<file path="config.mk">
export PLATFORM = sky130hd
export DESIGN_NAME = fetch_unit
export DESIGN_NICKNAME = d
export VERILOG_FILES = /design/src/source/rv_core_pkg.sv /design/src/source/fetch_unit.sv
export SDC_FILE = /design/constraint.sdc
export NUM_CORES = 1
export LEC_CHECK = 0
export BUFFER_PORTS_ARGS = -buffer_cell sky130_fd_sc_hd__buf_2
export CAP_MARGIN = 20
export CORE_ASPECT_RATIO = 1.5
export CORE_MARGIN = 5
export CORE_UTILIZATION = 40
export CTS_BUF_LIST = sky130_fd_sc_hd__clkbuf_16
export CTS_CLUSTER_DIAMETER = 120
export DETAILED_ROUTE_END_ITERATION = 8
export PLACE_DENSITY_LB_ADDON = 0.2
export SLEW_MARGIN = 20
export SYNTH_ARGS = -nofsm -noshare
export SYNTH_HDL_FRONTEND = slang
export SYNTH_SLANG_ARGS = --single-unit
</file>
<file path="constraint.sdc">
create_clock -name clk_i -period 2.8 [get_ports clk_i]
set_clock_uncertainty 0.1 [all_clocks]
set_input_delay 0.14 -clock clk_i [delete_from_list [all_inputs] [get_ports clk_i]]
set_output_delay 0.14 -clock clk_i [all_outputs]
set_load 0.1 [all_outputs]
</file>
<file path="src/source/rv_core_pkg.sv">
package rv_core_pkg;

    // datapath and bus widths
    localparam int XLEN   = 64;
    localparam int ILEN   = 32;
    localparam int ADDR_W = 32;

    typedef logic [XLEN-1:0]   xlen_t;
    typedef logic [ILEN-1:0]   inst_t;
    typedef logic [ADDR_W-1:0] addr_t;
    typedef logic [4:0]        reg_idx_t;

    // first fetch after reset
    localparam addr_t PC_START = 32'h8000_0000;

    // major opcodes
    localparam logic [6:0] OPC_OP_IMM = 7'b0010011;
    localparam logic [6:0] OPC_OP     = 7'b0110011;
    localparam logic [6:0] OPC_LUI    = 7'b0110111;
    localparam logic [6:0] OPC_LOAD   = 7'b0000011;
    localparam logic [6:0] OPC_STORE  = 7'b0100011;

    // funct3 codes
    localparam logic [2:0] F3_ADD    = 3'b000;
    localparam logic [2:0] F3_XOR    = 3'b100;
    localparam logic [2:0] F3_OR     = 3'b110;
    localparam logic [2:0] F3_AND    = 3'b111;
    // ld / sd width field
    localparam logic [2:0] F3_DOUBLE = 3'b011;

    // funct7 that turns add into sub
    localparam logic [6:0] F7_SUB = 7'b0100000;

    // alu operations, pass-b carries the lui immediate
    typedef enum logic [2:0] {
        ALU_ADD    = 3'd0,
        ALU_SUB    = 3'd1,
        ALU_AND    = 3'd2,
        ALU_OR     = 3'd3,
        ALU_XOR    = 3'd4,
        ALU_PASS_B = 3'd5
    } alu_op_e;

    // data bus operation of an entry
    typedef enum logic [1:0] {
        MEM_NONE  = 2'd0,
        MEM_LOAD  = 2'd1,
        MEM_STORE = 2'd2
    } mem_op_e;

endpackage
</file>
<file path="src/source/fetch_unit.sv">
`timescale 1ns/10ps

module fetch_unit (
    input  logic               clk_i,
    input  logic               reset_i,
    input  logic               ibus_ack_i,
    input  rv_core_pkg::inst_t ibus_dat_i,
    input  logic               inst_take_i,
    output logic               ibus_cyc_o,
    output logic               ibus_stb_o,
    output rv_core_pkg::addr_t ibus_adr_o,
    output logic               inst_valid_o,
    output rv_core_pkg::inst_t inst_o
);

    import rv_core_pkg::*;

    addr_t pc_q;
    logic  req_q;
    logic  buf_valid_q;
    inst_t buf_inst_q;
    logic  buf_free;
    logic  fetch_done;

    // next fetch only when the buffer is empty or drained this cycle
    assign buf_free   = !buf_valid_q || inst_take_i;
    assign fetch_done = req_q && ibus_ack_i;

    // pc and wishbone read cycle
    always_ff @(posedge clk_i) begin
        if (reset_i) begin
            pc_q  <= PC_START;
            req_q <= 1'b0;
        end else if (fetch_done) begin
            pc_q  <= pc_q + addr_t'(4);
            req_q <= 1'b0;
        end else if (!req_q && buf_free) begin
            req_q <= 1'b1;
        end
    end

    always_ff @(posedge clk_i) begin
        if (reset_i) begin
            buf_valid_q <= 1'b0;
        end else if (fetch_done) begin
            buf_valid_q <= 1'b1;
        end else if (inst_take_i) begin
            buf_valid_q <= 1'b0;
        end
    end

    // instruction word captured on the ack edge
    always_ff @(posedge clk_i) begin
        if (fetch_done) begin
            buf_inst_q <= ibus_dat_i;
        end
    end

    assign ibus_cyc_o   = req_q;
    assign ibus_stb_o   = req_q;
    assign ibus_adr_o   = pc_q;
    assign inst_valid_o = buf_valid_q;
    assign inst_o       = buf_inst_q;

    // address held until the slave answers
    a_ibus_adr_stable : assert property (
        @(posedge clk_i) disable iff (reset_i)
        ibus_stb_o && !ibus_ack_i |=> $stable(ibus_adr_o)
    );

endmodule

</file>
# == Word-level counts from Yosys, hierarchy flattened ==
# Cells that the tools add are included.
# op_classes
mux,2
n_reduce_logical,7
addsub,1
# ops
operator,n
$add A32 B3 Y32 const B,1
$logic_and A1 B1 Y1,2
$logic_not A1 Y1,2
$mux W1,2
$reduce_bool A2 Y1,1
$reduce_or A2 Y1,1
$logic_or A1 B1 Y1,1
# word_totals
wordCells,14
register_bits,66

# == Depth between registers and ports, before layout ==
# logic_depth
ltp_word,3
mapped_depth,6
depth_no_buf,5

# == Worst setup path before layout ==
# No wires, ideal clock.
# synth_path
path_type,reg-to-reg
start,"register pc_q[8], in the netlist ibus_adr_o[8]"
end,"register pc_q[30], in the netlist ibus_adr_o[30]"
arrival_ns,2.610
stages_incl_launch_ff,6
required_time_ns,2.579
slack_ns,-0.031
n_path_buf,1
cell_sequence,dfxtp_1 > nand4_2 > or4_1 > buf_2 > nor4_1 > mux2_2
# synth_via
elab_chain_len,1
# synth_rtl
element,line,rtl
"start, declared",fetch_unit.sv:18,addr_t pc_q;
"start signal, assigned",fetch_unit.sv:35,pc_q <= pc_q + addr_t'(4);
$add A32 B3 Y32,fetch_unit.sv:35,
# Every way passes these cells.
# A chain may end at the register's enable or synchronous reset.

# == Worst setup path after layout ==
# layout_path
start,"register pc_q[16], in the netlist ibus_adr_o[16]"
end,"register pc_q[28], in the netlist ibus_adr_o[28]"
# Same word-level chain as after synthesis.

==> results.cfg <==
[sta]
fmax_mhz = 451.6
final.setup.tns_ps = 0
fin_crit_ps = 2214
relSlewSlack_pct = 54.22
min_period_over_period_pct = 79.08
setup_viol = 0
hold_viol = 0
slew_viol_final = 0
rsz0062_at_grt = false
tightest_slew_ps = 686.7

[layout]
layout_common_cells = 100 x buf_2, 32 x dlygate4sd3_1, 32 x edfxtp_1
multi_input_comb_area_um2 = 792.0
area_delta_synth_final_pct = 47.79
nFillCells = 541
n_antenna_cell = 0
regArea_mm2 = 0.001605
layout.nets = 387
layout_commonest_cell = buf_2
final_layout_size_suffix_gt1_share_pct = 36.06

[clock_network]
cts_buffers = 9
clock_path_buffers = 2
cts_resized = 0
clkSinkCount = 64
worst_skew_pair.late_latency_ps = 330
cts_root_buffer = clkbuf_16
path_clk_slew_ps = 50
cts_tree = yes
htree_levels = 3

[power]
leakagePower_uw = 0.001485
finalPower_uw = 2381
ir_drop_mv = 0.4051
cellPowerDensity_mw_per_mm2 = 653.3

[die]
die_w_um = 74.11
die-area_mm2 = 0.007868
fp.dieH_um = 106.2
core_mm2 = 0.006087
ios = 103
row_count = 35
initial_core_util_pct = 40.51

[status]
status = completed

[routing]
routed_via_density = 4.800
drt-wirelength-per-cell_um = 14.17
first_pass_iters = 4
ant_nets = 0
drc = 0
vias = 2059
first_iter_violations = 71
drt-total-wl_um = 6077

[worst_setup_path]
worstPathCellList = nand4_1 > or4_1 > nor4_1 > mux2_2
endpoint_kind = flip-flop
critPathTopFamily = simple AND/OR/NAND/NOR gates
cp.required_ps = 2920
crit_type = flip-flop to flip-flop
arrival_ps = 2330
crit_buf_inv = 0
cp_slowest_stage_delay_ps = 710
critical_path_peak_fanout = 9
startpoint_type = flip-flop
crit_path_top_delay_cell = or4_1

[global_route]
grt_pass1_wl_um = 9411
grt.overflow.total = 0
grt_pass1_vias = 1959
grt_max_degree = 39
grt_antenna_before_repair = 0
grt_util_all_layers_pct = 15.96

[flow_run]
cap_violations = 0

[yosys]
syn_inst = 214
avgSynthCellArea_um2 = 11.52
ys_seq_area_share_pct = 64.94
synth.cell_area_mm2 = 0.002466
ys_ff_latch = 64
yosys_warnings = 0
synthDistinctLibCells = 31

[placed_design]
hpwl_um = 4090
port_buffers = 100
place.gp.congestion = 0.7714

[min_path]
hold_path_class = input pin to flip-flop
## repair_timing
action,CTS,global route
hold endpoints to repair,32,0
hold buffers,32,0
buffers inserted,0,0
## kinds of logic after synthesis
| group | synth area share [%] |
|---|---|
| and+or+nand+nor | 19.03 |
| other | 0.1521 |
| xor gates and xnor gates | 3.907 |
| DFF | 64.94 |
| adders and majority gates | 0.5073 |
| muxes | 2.232 |
| buffers and inverters | 3.095 |
| AOI/OAI and AO/OA | 6.139 |
## worst paths after layout
path         slack, ps  cells past startpoint                          end                   startpoint
min                 30                      3    inst_valid_o$_SDFFE_PP0P_                  inst_take_i
max reg2reg        590                      4  ibus_adr_o[28]$_SDFFE_PP0P_  ibus_adr_o[16]$_SDFFE_PP0P_
min reg2reg        390                      2   ibus_adr_o[4]$_SDFFE_PP0P_   ibus_adr_o[4]$_SDFFE_PP0P_
max                590                      4  ibus_adr_o[28]$_SDFFE_PP0P_  ibus_adr_o[16]$_SDFFE_PP0P_
## registers in the layout (all words and copies together) (netlist names)
name and flops:
ibus_cyc_o 1, ibus_adr_o 30, inst_valid_o 1, inst_o 32
## routing by layer
layer | global-route usage, % | part of all wire [%] | up-vias | wire, um
li1 | - | - | 1043 | -
met1 | 18.64 | 40 | 920 | 2457
met2 | 25.70 | 48 | 82 | 2937
met3 | 4.447 | 8.7 | 14 | 530
met4 | 8.938 | 2.5 | 0 | 152
met5 | 0 | 0 | - | 0
## area by class of cell
cell class / instances / area share [%]
tap: 74 / 2.540
sequential: 64 / 44.04
inverter: 6 / 0.6179
clock buffer: 9 / 6.179
multi-input combinational: 134 / 21.73
clock inverter: 7 / 1.751
timing repair buffer: 135 / 23.14
## power by group
part	switching [uW]	internal, uW
clock network	385	679
logic	229	66.8
registers	8.61	1010
total	623	1760
## tightest hold or removal path, cell delays in order
cell      delay [ps]
buf_2             70
nand2b_1         120
a21oi_1           70
## synthesized netlist by cell type, drive strengths merged
cell	n	area share (%)
edfxtp	32	39
dfxtp	32	26
nor2b	5	1.3
a31o	1	0.36
and4	1	0.36
or3	6	1.5
nor3	5	1.0
o31ai	5	1.5
inv	6	0.91
conb	1	0.15
nand2b	2	0.51
mux2i	1	0.41
mux2	4	1.8
nand2	14	2.1
clkbuf	7	1.1
buf	4	1.1
o21ai	6	1.2
or4	8	2.4
ha	1	0.51
nand3	9	1.8
xnor2	8	2.8
nor2	19	2.9
a21oi	15	3.0
and2	1	0.25
xor2	3	1.1
nor4	7	1.8
nand4	7	2.0
or2	1	0.25
and3	3	0.76
## per-stage QoR
step	instances	utilization (%)	hold slack [ps]	cell area [um^2]	worst slack, ps
CTS	429	59.88	14.10	3645	578.6
global route	429	59.88	30.16	3645	391.7
detailed placement	381	49.87	218.3	3035	592.5
floorplan	215	-	138.9	2474	5.661
global placement	381	49.87	217.3	3035	622.5
finish	429	59.88	34.71	3645	585.9
(Power assumes the default switching activity.)
