[config.mk]
export PLATFORM = sky130hd
export DESIGN_NAME = mem_stage
export DESIGN_NICKNAME = d
export VERILOG_FILES = /design/src/source/rv_core_pkg.sv /design/src/source/mem_stage.sv
export SDC_FILE = /design/constraint.sdc
export NUM_CORES = 1
export LEC_CHECK = 0
export BUFFER_PORTS_ARGS = -buffer_cell sky130_fd_sc_hd__buf_2
export CORE_AREA = 2 2 183 185
export CTS_BUF_LIST = sky130_fd_sc_hd__clkbuf_2
export DETAILED_ROUTE_END_ITERATION = 10
export DIE_AREA = 0 0 185 187
export GPL_TIMING_DRIVEN = 0
export PLACE_DENSITY = 0.44
export SLEW_MARGIN = 15
export SYNTH_ARGS = -nofsm -noshare
export SYNTH_HDL_FRONTEND = slang
export SYNTH_SLANG_ARGS = --single-unit
[constraint.sdc]
create_clock -name clk_i -period 8.2 [get_ports clk_i]
set_input_delay 0.41 -clock clk_i [delete_from_list [all_inputs] [get_ports clk_i]]
set_output_delay 0.41 -clock clk_i [all_outputs]
set_load 0.01 [all_outputs]
[src/source/rv_core_pkg.sv]
package rv_core_pkg;

    // datapath and bus widths
    localparam int XLEN   = 64;
    localparam int ILEN   = 32;
    localparam int ADDR_W = 32;

    typedef logic [XLEN-1:0]   xlen_t;
    typedef logic [ILEN-1:0]   inst_t;
    typedef logic [ADDR_W-1:0] addr_t;
    typedef logic [4:0]        reg_idx_t;

    // first fetch after reset
    localparam addr_t PC_START = 32'h8000_0000;

    // major opcodes
    localparam logic [6:0] OPC_OP_IMM = 7'b0010011;
    localparam logic [6:0] OPC_OP     = 7'b0110011;
    localparam logic [6:0] OPC_LUI    = 7'b0110111;
    localparam logic [6:0] OPC_LOAD   = 7'b0000011;
    localparam logic [6:0] OPC_STORE  = 7'b0100011;

    // funct3 codes
    localparam logic [2:0] F3_ADD    = 3'b000;
    localparam logic [2:0] F3_XOR    = 3'b100;
    localparam logic [2:0] F3_OR     = 3'b110;
    localparam logic [2:0] F3_AND    = 3'b111;
    // ld / sd width field
    localparam logic [2:0] F3_DOUBLE = 3'b011;

    // funct7 that turns add into sub
    localparam logic [6:0] F7_SUB = 7'b0100000;

    // alu operations, pass-b carries the lui immediate
    typedef enum logic [2:0] {
        ALU_ADD    = 3'd0,
        ALU_SUB    = 3'd1,
        ALU_AND    = 3'd2,
        ALU_OR     = 3'd3,
        ALU_XOR    = 3'd4,
        ALU_PASS_B = 3'd5
    } alu_op_e;

    // data bus operation of an entry
    typedef enum logic [1:0] {
        MEM_NONE  = 2'd0,
        MEM_LOAD  = 2'd1,
        MEM_STORE = 2'd2
    } mem_op_e;

endpackage
[src/source/mem_stage.sv]
`timescale 1ns/10ps

module mem_stage (
    input  logic                  clk_i,
    input  logic                  reset_i,
    input  logic                  mem_valid_i,
    input  rv_core_pkg::mem_op_e  mem_op_i,
    input  rv_core_pkg::reg_idx_t mem_rd_i,
    input  logic                  mem_rd_en_i,
    input  rv_core_pkg::addr_t    mem_addr_i,
    input  rv_core_pkg::xlen_t    mem_wdata_i,
    input  rv_core_pkg::xlen_t    alu_result_i,
    output logic                  mem_ready_o,
    output logic                  fwd_valid_o,
    output logic                  fwd_busy_o,
    output rv_core_pkg::reg_idx_t fwd_rd_o,
    output rv_core_pkg::xlen_t    fwd_data_o,
    output logic                  wr_en_o,
    output rv_core_pkg::reg_idx_t wr_idx_o,
    output rv_core_pkg::xlen_t    wr_data_o,
    output logic                  dbus_cyc_o,
    output logic                  dbus_stb_o,
    output logic                  dbus_we_o,
    output rv_core_pkg::addr_t    dbus_adr_o,
    output rv_core_pkg::xlen_t    dbus_dat_o,
    input  logic                  dbus_ack_i,
    input  rv_core_pkg::xlen_t    dbus_dat_i
);

    import rv_core_pkg::*;

    logic  req_q;
    logic  we_q;
    addr_t adr_q;
    xlen_t dat_q;
    logic  is_mem;
    logic  is_load;
    logic  bus_done;
    logic  retire;

    assign is_mem   = mem_valid_i && (mem_op_i != MEM_NONE);
    assign is_load  = mem_valid_i && (mem_op_i == MEM_LOAD);
    assign bus_done = req_q && dbus_ack_i;

    // alu entries leave after one cycle, memory entries on their ack
    assign retire      = mem_valid_i && (!is_mem || bus_done);
    assign mem_ready_o = !mem_valid_i || retire;

    always_ff @(posedge clk_i) begin
        if (reset_i) begin
            req_q <= 1'b0;
            we_q  <= 1'b0;
        end else if (bus_done) begin
            req_q <= 1'b0;
        end else if (is_mem && !req_q) begin
            req_q <= 1'b1;
            we_q  <= (mem_op_i == MEM_STORE);
        end
    end

    always_ff @(posedge clk_i) begin
        if (is_mem && !req_q) begin
            adr_q <= mem_addr_i;
            dat_q <= mem_wdata_i;
        end
    end

    assign dbus_cyc_o = req_q;
    assign dbus_stb_o = req_q;
    assign dbus_we_o  = we_q;
    assign dbus_adr_o = adr_q;
    assign dbus_dat_o = dat_q;

    // load data is final in its ack cycle
    assign fwd_valid_o = mem_valid_i && mem_rd_en_i && (!is_load || bus_done);
    assign fwd_busy_o  = is_load && mem_rd_en_i && !bus_done;
    assign fwd_rd_o    = mem_rd_i;
    assign fwd_data_o  = is_load ? dbus_dat_i : alu_result_i;

    assign wr_en_o   = retire && mem_rd_en_i;
    assign wr_idx_o  = mem_rd_i;
    assign wr_data_o = fwd_data_o;

    // a bus cycle only runs for the entry execute still holds
    a_dbus_stb_cyc : assert property (
        @(posedge clk_i) disable iff (reset_i)
        dbus_stb_o |-> dbus_cyc_o && mem_valid_i
    );

endmodule

== Word level (Yosys, flattened, before mapping) ==
Cells that the tools add are included.
W data, S select, Z words.

* Bits of input ports: 236
* Output and inout bits: 241
* Word-level logic and storage cells: 29
* Flip-flop bits (word level): 98

* Reduce and logical (&&, ||, !) cells: 21
* Bitwise gates (word level): 1
* Equality and inequality tests: 2
* Mux-type cells: 1

{| class="wikitable"
|+ Operator list
! kind !! count
|-
| $mux W64 || 1
|-
| $logic_and A1 B1 Y1 || 10
|-
| $logic_not A1 Y1 || 5
|-
| $logic_or A1 B1 Y1 || 3
|-
| $eq A2 B1 Y1 const B || 1
|-
| $eq A2 B2 Y1 const B || 1
|-
| $reduce_and A2 Y1 || 1
|-
| $reduce_bool A2 Y1 || 1
|-
| $reduce_or A2 Y1 || 1
|-
| $not A1 Y1 || 1
|}

== Longest topological paths before layout ==
Gate-level depths: netlist (run 1).

* Word-level depth: 6
* Gate-level depth with buffers: 5
* Gate-level depth less buffers: 3

== Worst setup path after synthesis (run 1) ==
OpenSTA, ideal clock, no wires.

* Path type: in2reg
* From: in mem_valid_i
* To: reg adr_q[0], in the netlist dbus_adr_o[0], enable pin
* Buffers on the path: 0
* Arrival: 2.583 ns
* Setup time: 0.449 ns
* Setup slack: 5.168 ns
* Data required time: 7.751 ns
* Stages on the path: 3
* Cells stage by stage: nor2b_1 o21ai_0 inv_1

* Word-level cells in the longest chain between the ends: 2

{| class="wikitable"
|+ RTL lines
! what !! RTL line !! RTL
|-
| from (decl) || mem_stage.sv:6 || <nowiki>input logic mem_valid_i,</nowiki>
|-
| $logic_and A1 B1 Y1 || mem_stage.sv:41 || <nowiki>assign is_mem = mem_valid_i && (mem_op_i != MEM_NONE);</nowiki>
|-
| $logic_and A1 B1 Y1 || mem_stage.sv:62 || <nowiki>if (is_mem && !req_q) begin</nowiki>
|-
| to (signal assigned) || mem_stage.sv:63 || <nowiki>adr_q <= mem_addr_i;</nowiki>
|-
| to (decl) || mem_stage.sv:34 || <nowiki>addr_t adr_q;</nowiki>
|}

Every way passes these cells.
A chain may end at the register's enable or synchronous reset.

== Worst setup path after layout (run 1) ==
* From: in mem_op_i[0]
* To: out wr_data_o[56]

* Word-level cells in the longest chain between the ends: 3

{| class="wikitable"
|+ RTL lines
! what !! RTL line !! RTL
|-
| from (decl) || mem_stage.sv:7 || <nowiki>input rv_core_pkg::mem_op_e mem_op_i,</nowiki>
|-
| $eq A2 B1 Y1 || mem_stage.sv:42 || <nowiki>assign is_load = mem_valid_i && (mem_op_i == MEM_LOAD);</nowiki>
|-
| $logic_and A1 B1 Y1 || mem_stage.sv:42 ||
|-
| $mux W64 || mem_stage.sv:78 || <nowiki>assign fwd_data_o = is_load ? dbus_dat_i : alu_result_i;</nowiki>
|-
| to (decl) || mem_stage.sv:20 || <nowiki>output rv_core_pkg::xlen_t wr_data_o,</nowiki>
|}

Every way passes these cells.

==> results of run 1 <==
power breakdown:
part           total [mW]  internal [mW]  leakage [nW]  switching [mW]
sequential          0.593          0.585         0.926         0.00749
clock               0.211         0.0448        0.0644           0.166
combinational       0.325          0.186          3.30           0.140
per-stage QoR:
stage / setup WS (ns) / hold WS [ns]
after floorplan: 5.17 / 0.479
after global placement: 3.93 / 0.501
after detailed placement: 6.04 / 0.509
after CTS: 5.50 / 0.0486
after global routing: 5.44 / 0.0761
final: 5.54 / 0.140
final timing paths:
path | startpoint | to | slack [ns] | cells past startpoint
setup reg to reg | dbus_cyc_o | dbus_adr_o[29] | 6.30 | 4
setup / recovery | mem_op_i[0] | wr_data_o[56] | 5.54 | 8
hold reg to reg | dbus_we_o | dbus_we_o | 0.54 | 2
hold / removal | mem_op_i[1] | dbus_we_o | 0.14 | 3
cells by family after synthesis:
logic type / after synthesis
buf+inv: 82
mux: 64
flops: 98
simple gates: 10
compound gates: 6
sequential cells by signal (all words and copies together), names as in the netlist:
register    flops
dbus_adr_o     32
dbus_cyc_o      1
dbus_dat_o     64
dbus_we_o       1
final cells by class:
| cell class | count | area (sq um) | area share [%] |
|---|---|---|---|
| clock buffers | 12 | 60.1 | 0.696 |
| multi-input cells | 80 | 1040 | 12.1 |
| inverters | 1 | 8.76 | 0.102 |
| flip-flops and latches | 98 | 2920 | 33.9 |
| plain buffers | 81 | 631 | 7.31 |
| well taps | 448 | 561 | 6.50 |
| clock inverters | 4 | 26.3 | 0.305 |
| repair buffers | 571 | 3380 | 39.1 |
cell usage after synthesis:
cell type / count / area [sq um]
a211oi_1: 1 / 7.51
a21oi_1: 3 / 15.0
buf_4: 75 / 563
buf_6: 6 / 67.6
dfxtp_1: 2 / 40.0
edfxtp_1: 96 / 2880
inv_1: 1 / 3.75
mux2_2: 4 / 45.0
mux2_4: 60 / 901
nand2_1: 4 / 15.0
nand2_4: 1 / 11.3
nand2b_1: 1 / 6.26
nor2_1: 2 / 7.51
nor2b_1: 1 / 6.26
nor2b_4: 1 / 13.8
o21a_1: 1 / 7.51
o21ai_0: 1 / 5.00
repair_timing:
action                    CTS  global route
hold buffers               99             0
hold endpoints to repair   98             0
buffers inserted            0             0
metal layers:
| metal | up-vias | GRT usage, % |
|---|---|---|
| li1 | 2033 | - |
| met1 | 1941 | 10.7 |
| met2 | 215 | 16.3 |
| met3 | 16 | 2.30 |
| met4 | 0 | 2.14 |
| met5 | - | 0 |
worst min-delay path: stages:
cell      delay [ns]
buf_2           0.14
a21oi_1         0.12
a211oi_1        0.06
==> impl_results.md, run 1 <==
* Status: completed
* Clock transition at path regs at 0.26 ns
* Fill cells at 3513
* Synth Area in Compound Gates at 0.762%
* Most common cell after layout, fill and taps aside: buf_2
* Slowest stage cell, crit path: dlygate4sd3_1
* Hold Vio Cnt, Final at 0
* RD Place Congestion at roughly 0.77
* Metal-1 WL at 6.95 mm
* CP endpoint kind: output port
* Clock Skews at 0.0159 ns
* Crit path max fanout at 10
* Drt initial violations at 144
* Fin Setup TNS at 0 ns
* Worst path bufs/invs at 5
* DRC at 0
* First-pass GRT wire length at 23.6 mm
* Iteration count of the initial detailed-routing pass at 4
* Relative slew slack at between 60 and 70%
* Worst vdd ir at between 60 and 70 uV
* Total chip power at between 1 and 1.5 mW
* Main combinational cell family by area after synthesis: multiplexers
* Max Fclk at about 0.38 GHz
* Fin crit period at 2.66 ns
* Final setup violation count at 0
* HPWL after DPL at 13.8 mm
* Ports at around 480
* DRT antenna net count at 0
* Most frequent cells in the layout: buf_2 (471), dlygate4sd3_1 (99), edfxtp_1 (96), buf_4 (75), mux2_4 (60)
* CTS root buf: clkbuf_2
* Sink Count at between 90 and 100
* Seq cells post-synth at 98
* Fin nets at between 1000 and 1500
* Number of global-route vias before repair at 4203
* Unrepaired setup endpoints after global routing: false
* Vias post-DR at 4205
* Resize count post-CTS at 0
* Layout cells sized above 1 at 75.0%
* Critical Path Max Stage Delay at 0.52 ns
* Critical path required time at between 7 and 8 ns
* Fin crit share at 32.4%
* H-tree depth at 3
* Post-synth cell types at 17
* Max cap viols at 0
* Post-synthesis simple-gate area fraction at 1.31%
* Final wirelength at 17.0 mm
* Mapped cell area at between 4000 and 5000 sq um
* Placed insts at 1180
* Post-Synth Adder-Cell Area at 0%
* Metal3 WL at 1.19 mm
* Max Used Layer: met4
* Post-synthesis xor/xnor area fraction at 0%
* Met2 Wirelength at about 8.6 mm
* Most frequent CP cell: buf_2
* CP delay by family, top: buffers and inverters
* Critical Path, Cell by Cell: dlygate4sd3_1 > buf_2 > nor2b_4 > nand2_4 > buf_6 > mux2_4 > buf_4 > buf_2
* Critical path class: input pin to output port
* Largest net degree at the start of global routing at 55
* Worst Path Arrival at 2.25 ns
* Hold Crit Class: input pin to register
* Final instance area at about 8600 sq um
* Critical Path Start Type: input pin
* CTS buffer count at 9
* Power density over the cells at 131 nW/um^2
* Mux share of post-synthesis cell area at 20.6%
* Layout Cells excl Fill at 1295
* CTS tree: built
* Input/output buffers at 471
* Leakage power at 4.29 nW
* Cells after Synth at 260
* Grt total ovfl at 0
* GR Util All Layers at 9.07%
* Area Growth Syn to Fin at 87.6%
* Num rows at between 60 and 70
* Synth warn at 0
* Initial antenna violation count at 0
* Clock Path Buffers at 2
* Mean Syn Cell Area at 17.7 sq um
* ANT cells at 0
* WL per Instance at 13.1 um
* Die height at between 150 and 200 um
* Clk Latency, worst-skew pair at 0.59 ns
* Initial Util at 14.0%
* Slew @ Worst Pin at around 0.54 ns
* Die area at 34600 sq um
* Final core occ at 26.2%
* Die width at 185 um
* CORE AREA at 32900 sq um
* Pins Over Slew Limit at 0
* Syn_nets at 496
* DP Area at about 7500 sq um
* Register area share after synthesis at 63.6%
* DR vias/cell at 3.25
No activity file was read; power rests on OpenSTA's default activity.
==> run 2, diff against run 1 <==
- CORE_AREA: 2 2 183 185 -> 2 2 185 187
- DIE_AREA: 0 0 185 187 -> 0 0 187 189
- clock period: 8.2 -> 2.7 ns (I/O delays scaled with it)
==> impl_results.md, run 2 (synthesized netlist as in run 1, its figures left out) <==
* Metal3 WL at 1.26 mm (+5.2%)
* CTS buffer count at 9 (unchanged)
* Final Hold Slack at 0.195 ns (+0.0546 ns)
* Reg2Reg Setup Slack at 0.82 ns (-5.48 ns)
* Iteration count of the initial detailed-routing pass at 4 (unchanged)
* CP endpoint kind: output port
* Clock Path Buffers at 2 (unchanged)
* Clk Latency, worst-skew pair at 0.61 ns (+0.02 ns)
* Max cap viols at 0 (unchanged)
* Metal-1 WL at 6.94 mm (about the same)
* Most frequent cells in the layout: buf_2 (471), dlygate4sd3_1 (100), edfxtp_1 (96), buf_4 (75), mux2_4 (60)
* Leakage power at 4.32 nW (+0.72%)
* Ports at 477 (unchanged)
* CTS root buf: clkbuf_2
* Relative slew slack at 72.7% (+9.3 points)
* Die area at 35300 sq um (+2.2%)
* Fin nets at 1081 (+0.28%)
* Clock transition at path regs at 0.32 ns (+0.06 ns)
* Status: completed
* CORE AREA at 33300 sq um (+1.3%)
* Critical Path Start Type: input pin
* H-tree depth at 3 (unchanged)
* Max Fclk at 0.476 GHz
* Pre-CTS setup slack at 0.820 ns (-5.22 ns)
* Area Growth Syn to Fin at 89.6%
* Die width at 187 um (+1.1%)
* Largest net degree at the start of global routing at 37 (-33%)
* Unrepaired setup endpoints after global routing: false
* Critical path class: input pin to output port
* Fin crit period at 2.10 ns
* HPWL after DPL at 14.4 mm (+3.9%)
* Pins Over Slew Limit at 0 (unchanged)
* Slew @ Worst Pin at 0.406 ns (-0.138 ns)
* Hold Crit Class: input pin to register
* Vias post-DR at 4260 (+1.3%)
* Worst Path Arrival at 1.96 ns (-0.29 ns)
* Crit path max fanout at 10 (unchanged)
* Hold Vio Cnt, Final at 0 (unchanged)
* DRC at 0 (unchanged)
* Initial Util at 13.8% (-0.18 points)
* Die height at 189 um (+1.1%)
* CTS tree: built
* First-pass GRT wire length at 24.7 mm (+4.4%)
* Number of global-route vias before repair at 4319 (+2.8%)
* Clock Skews at 0.0324 ns (+0.0165 ns)
* Layout cells sized above 1 at 75.1% (+0.088 points)
* Final wirelength at 17.4 mm (+2.3%)
* Initial antenna violation count at 1 (+1)
* Hold path startpoint: mem_wdata_i[60]
* Post-CTS Setup Inserts at 0 (unchanged)
* Resize count post-CTS at 0 (unchanged)
* Drt initial violations at 76 (-47%)
* DP Area at 7590 sq um (+0.51%)
* # hold bufs at CTS at 100 (+1.0%)
* Max Used Layer: met4
* Fin crit share at between 70% and 80%
* Met2 Wirelength at 9.07 mm (+5.0%)
* Sink Count at 98 (unchanged)
* Fin Setup TNS at 0 ns (unchanged)
* Final worst setup slack at 0.600 ns (-4.94 ns)
* Largest register FFs at 64 (unchanged)
* Input/output buffers at 471 (unchanged)
* Worst vdd ir at 205 uV (+230%)
* GR Util All Layers at 9.07% (about the same)
* Most common cell after layout, fill and taps aside: buf_2
* Power density over the cells at 407 nW/um^2 (+210%)
* R2R depth at 5 (+1)
* Fill cells at 3558 (+1.3%)
* WL per Instance at 13.4 um (+2.0%)
* RD Place Congestion at 0.738 (-4.1%)
* Final instance area at 8720 sq um (+1.1%)
* End of the worst register-to-register path: dbus_adr_o[27]
* End of the worst hold path: dbus_dat_o[60]
* Num rows at 67 (unchanged)
* DR vias/cell at 3.28 (+1.0%)
* Final setup violation count at 0 (unchanged)
* Hold path depth at 2 (-1)
* Critical path required time at 2.57 ns (-5.22 ns)
* Grt total ovfl at 0 (unchanged)
* Worst r2r src: dbus_cyc_o
* DRT antenna net count at 0 (unchanged)
run 2: final cells by class:
cell class                      count  area [sq um]  area share (%)
Multi-Input combinational cell     80          1040            11.9
Buffer                             81           631            7.23
Timing Repair Buffer              574          3430            39.3
Clock buffer                        9          45.0           0.517
Tap cell                          448           561            6.43
Antenna cell                        1          2.50          0.0287
Sequential cell                    98          2920            33.5
Clock inverter                      7          81.3           0.933
Inverter                            1          7.51          0.0861
run 2: layer usage:
| layer | vias up | GRT usage, % |
|---|---|---|
| li1 | 2047 | - |
| met1 | 1948 | 10.5 |
| met2 | 259 | 16.8 |
| met3 | 6 | 2.22 |
| met4 | 0 | 2.26 |
| met5 | - | 0 |
run 2: how the worst max path moves through the flow:
stage	startpoint	endpoint	slack (ns)
floorplan	dbus_cyc_o	dbus_adr_o[0]	0.12
global placement	dbus_cyc_o	dbus_dat_o[7]	-0.75
detailed placement	mem_op_i[1]	dbus_adr_o[30]	0.82
CTS	mem_op_i[0]	wr_data_o[46]	0.57
global route	mem_op_i[0]	wr_data_o[46]	0.52
finish	mem_op_i[0]	wr_data_o[10]	0.60
run 2: worst max-delay path: stages:
cell and delay, ns:
dlygate4sd3_1 0.53, buf_2 0.14, nor2b_4 0.14, nand2_4 0.19, buf_6 0.21, mux2_4 0.35, buf_4 0.13, buf_2 0.13
run 2: power breakdown:
group	leakage, nW	switching (mW)	internal, mW	total (mW)
logic	3.32	0.428	0.574	1.00
registers	0.926	0.0205	1.78	1.80
clock network	0.0760	0.586	0.161	0.747
run 2: per-stage QoR:
step	cells	power, mW	utilization [%]
after floorplan	260	2.27	-
after CTS	1298	3.64	26.2
final	1299	3.55	26.2
after global placement	1179	2.72	22.6
after detailed placement	1182	2.73	22.8
after global routing	1299	3.74	26.2
==> run 3, diff against run 2 <==
- ABC_AREA: default -> 1
- CORE_AREA: 2 2 185 187 -> 2 2 186 188
- DIE_AREA: 0 0 187 189 -> 0 0 188 190
- PLACE_DENSITY: 0.44 -> 0.43
- clock period: 2.7 -> 2.05 ns (I/O delays scaled with it)
==> impl_results.md, run 3 <==
* Die area at 35700 sq um (+1.1%)
* Clk Latency, worst-skew pair at 0.57 ns (-0.04 ns)
* Max Fclk at 0.539 GHz
* H-tree depth at 3 (unchanged)
* Mapped cell area at 4400 sq um (-4.2%)
* Critical Path Start Type: register
* Initial Util at 13.0% (-0.84 points)
* Register area share after synthesis at 66.4% (+2.8 points)
* Top-count cell post-synth: nand2_1
* DRC at 0 (unchanged)
* Worst Path Arrival at 2.15 ns (+0.19 ns)
* Initial antenna violation count at 2 (+1)
* Leakage power at 4.36 nW (+0.76%)
* HPWL after DPL at 15.1 mm (+4.8%)
* Ports at 477 (unchanged)
* CP endpoint kind: register
* Hold path startpoint: mem_valid_i
* Ys flop type: edfxtp_1
* Post-synth EDFFs at 96 (unchanged)
* Most frequent cells in the layout: buf_2 (479), nand2_1 (197), dlygate4sd3_1 (101), edfxtp_1 (96), buf_4 (75)
* Cells after Synth at 400 (+54%)
* Slew @ Worst Pin at 0.333 ns (-0.0730 ns)
* Syn_nets at 636 (+28%)
* Critical path class: register to register
* Reg2Reg Setup Slack at 0.20 ns (-0.62 ns)
* End of the worst hold path: dbus_dat_o[5]
* Post-synth cell types at 13 (-4)
* Input/output buffers at 471 (unchanged)
* Crit path max fanout at 29 (+19)
* Synth warn at 0 (unchanged)
* Final setup violation count at 0 (unchanged)
* Status: completed
* Fin crit period at 1.85 ns
* Worst vdd ir at 288 uV (+41%)
* Power density over the cells at 545 nW/um^2 (+34%)
* CTS buffer count at 9 (unchanged)
* Number of global-route vias before repair at 4799 (+11%)
* Fill cells at 3714 (+4.4%)
* Iteration count of the initial detailed-routing pass at 4 (unchanged)
* Fin nets at 1222 (+13%)
* GRT met3 Usage at 2.34% (+0.12 points)
* Grt total ovfl at 0 (unchanged)
* Die height at 190 um (+0.53%)
* Vias post-DR at 4819 (+13%)
* Final wirelength at 18.1 mm (+3.9%)
* Area Growth Syn to Fin at 94.3%
* Most common cell after layout, fill and taps aside: buf_2
* Layout cells sized above 1 at 58.9% (-16 points)
* CORE AREA at 33900 sq um (+2.0%)
* Mean Syn Cell Area at 11.0 sq um (-38%)
* Unrepaired setup endpoints after global routing: false
* Largest net degree at the start of global routing at 30 (-19%)
* Pins Over Slew Limit at 0 (unchanged)
* Largest register FFs at 64 (unchanged)
* Max cap viols at 0 (unchanged)
* Num rows at 68 (+1.5%)
* CTS root buf: clkbuf_2
* Post-CTS Setup Inserts at 0 (unchanged)
* Largest area contributor in the netlist: edfxtp_1
* Post-synth ARST share at 0% (unchanged)
* Clock transition at path regs at 0.33 ns (about the same)
* Resize count post-CTS at 0 (unchanged)
* R2R depth at 6 (+1)
* Die width at 188 um (+0.53%)
* End of the worst register-to-register path: dbus_adr_o[5]
* GR Layer Usage met1 at 10.0% (-0.45 points)
* Grt met2 use at 18.0% (+1.2 points)
* Area contributors post-synth: edfxtp_1 (65%), nand2_1 (17%), buf_4 (13%)
* Hold Vio Cnt, Final at 0 (unchanged)
* Drt initial violations at 116 (+53%)
* Busiest grt layer: met2
* Relative slew slack at 77.8% (+5.1 points)
* Sink Count at 98 (unchanged)
* DRT antenna net count at 0 (unchanged)
* Worst r2r src: dbus_cyc_o
* WL per Instance at 12.5 um (-6.8%)
* Critical path required time at 2.34 ns (-0.23 ns)
* Clock Path Buffers at 2 (unchanged)
* RD Place Congestion at 0.847 (+15%)
* CTS tree: built
* Final instance area at 8560 sq um (-1.9%)
* Hold path depth at 3 (+1)
* Seq cells post-synth at 98 (unchanged)
* GR Util All Layers at 9.33% (+0.25 points)
* Clock Skews at 0.0597 ns (+0.0273 ns)
* Post-synth top cells: nand2_1 (197), edfxtp_1 (96), buf_4 (75)
* Pre-CTS setup slack at 0.217 ns (-0.604 ns)
* Top-area cell type share of the netlist area at 65.5% (+2.8 points)
* DP Area at 7410 sq um (-2.3%)
* DR vias/cell at 3.33 (+1.5%)
* Hold Crit Class: input pin to register
* Final worst setup slack at 0.195 ns (-0.405 ns)
* Fin crit share at roughly nine tenths
* First-pass GRT wire length at 25.7 mm (+4.2%)
==> run 3: repair_timing <==
item	4_1_cts	5_1_grt
hold buffers	101	0
setup endpoints to repair	0	0
endpoints found under the hold margin	98	0
==> run 3: worst max-delay path by stage <==
stage / start / cells past startpoint / end
2_1_floorplan: dbus_cyc_o / 3 / dbus_adr_o[0]
3_3_place_gp: dbus_cyc_o / 3 / dbus_adr_o[10]
3_5_place_dp: dbus_cyc_o / 6 / dbus_dat_o[29]
4_1_cts: dbus_cyc_o / 6 / dbus_adr_o[7]
5_1_grt: dbus_cyc_o / 6 / dbus_adr_o[5]
6_report: dbus_cyc_o / 6 / dbus_adr_o[5]
==> run 3: per-stage QoR <==
| step | total power, mW | utilization, % | instances | hold slack [ns] | setup TNS (ns) |
|---|---|---|---|---|---|
| after floorplan | 2.96 | - | 400 | 0.201 | -22.49 |
| after global placement | 3.59 | 21.7 | 1326 | 0.279 | -100.82 |
| after detailed placement | 3.60 | 21.8 | 1329 | 0.281 | 0 |
| after CTS | 4.78 | 25.2 | 1446 | 0.0860 | 0 |
| after global routing | 4.93 | 25.2 | 1448 | 0.0990 | 0 |
| final | 4.66 | 25.2 | 1448 | 0.174 | 0 |
==> run 3: layer usage <==
metal	wire, um	part of all wire (%)	vias to the layer above
met5	0	0	-
li1	-	-	2399
met1	6780	37	2132
met3	1400	7.7	16
met4	244	1.4	0
met2	9660	53	272
==> run 3: power breakdown <==
group / total, mW / internal, mW / switching, mW
Clock: 0.961 / 0.210 / 0.752
Combinational: 1.31 / 0.689 / 0.624
Sequential: 2.38 / 2.35 / 0.0319
Total: 4.66 / 3.25 / 1.41
==> run 3: layout make-up <==
type | instances | area, sq um | area share (%)
Timing Repair Buffer | 575 | 3430 | 40.1
Clock inverter | 7 | 81.3 | 0.951
Buffer | 88 | 659 | 7.71
Antenna cell | 2 | 5.00 | 0.0585
Clock buffer | 9 | 45.0 | 0.526
Inverter | 8 | 36.3 | 0.424
Tap cell | 455 | 569 | 6.65
Sequential cell | 98 | 2930 | 34.2
Multi-Input combinational cell | 206 | 805 | 9.40
==> run 3: cell families after synthesis <==
logic type	count (synthesis)	share of synthesized area (%)
AO/OA/AOI/OAI	4	0.454
buffers and inverters	96	15.7
AND/OR/NAND/NOR	202	17.5
flip-flops	98	66.4
==> run 3: worst max-delay path: stages (launching register included) <==
cell and delay, ns:
dfxtp_4 0.44, inv_4 0.06, nand3_4 0.08, clkinvlp_4 0.26
buf_12 0.24, buf_12 0.22, buf_12 0.21
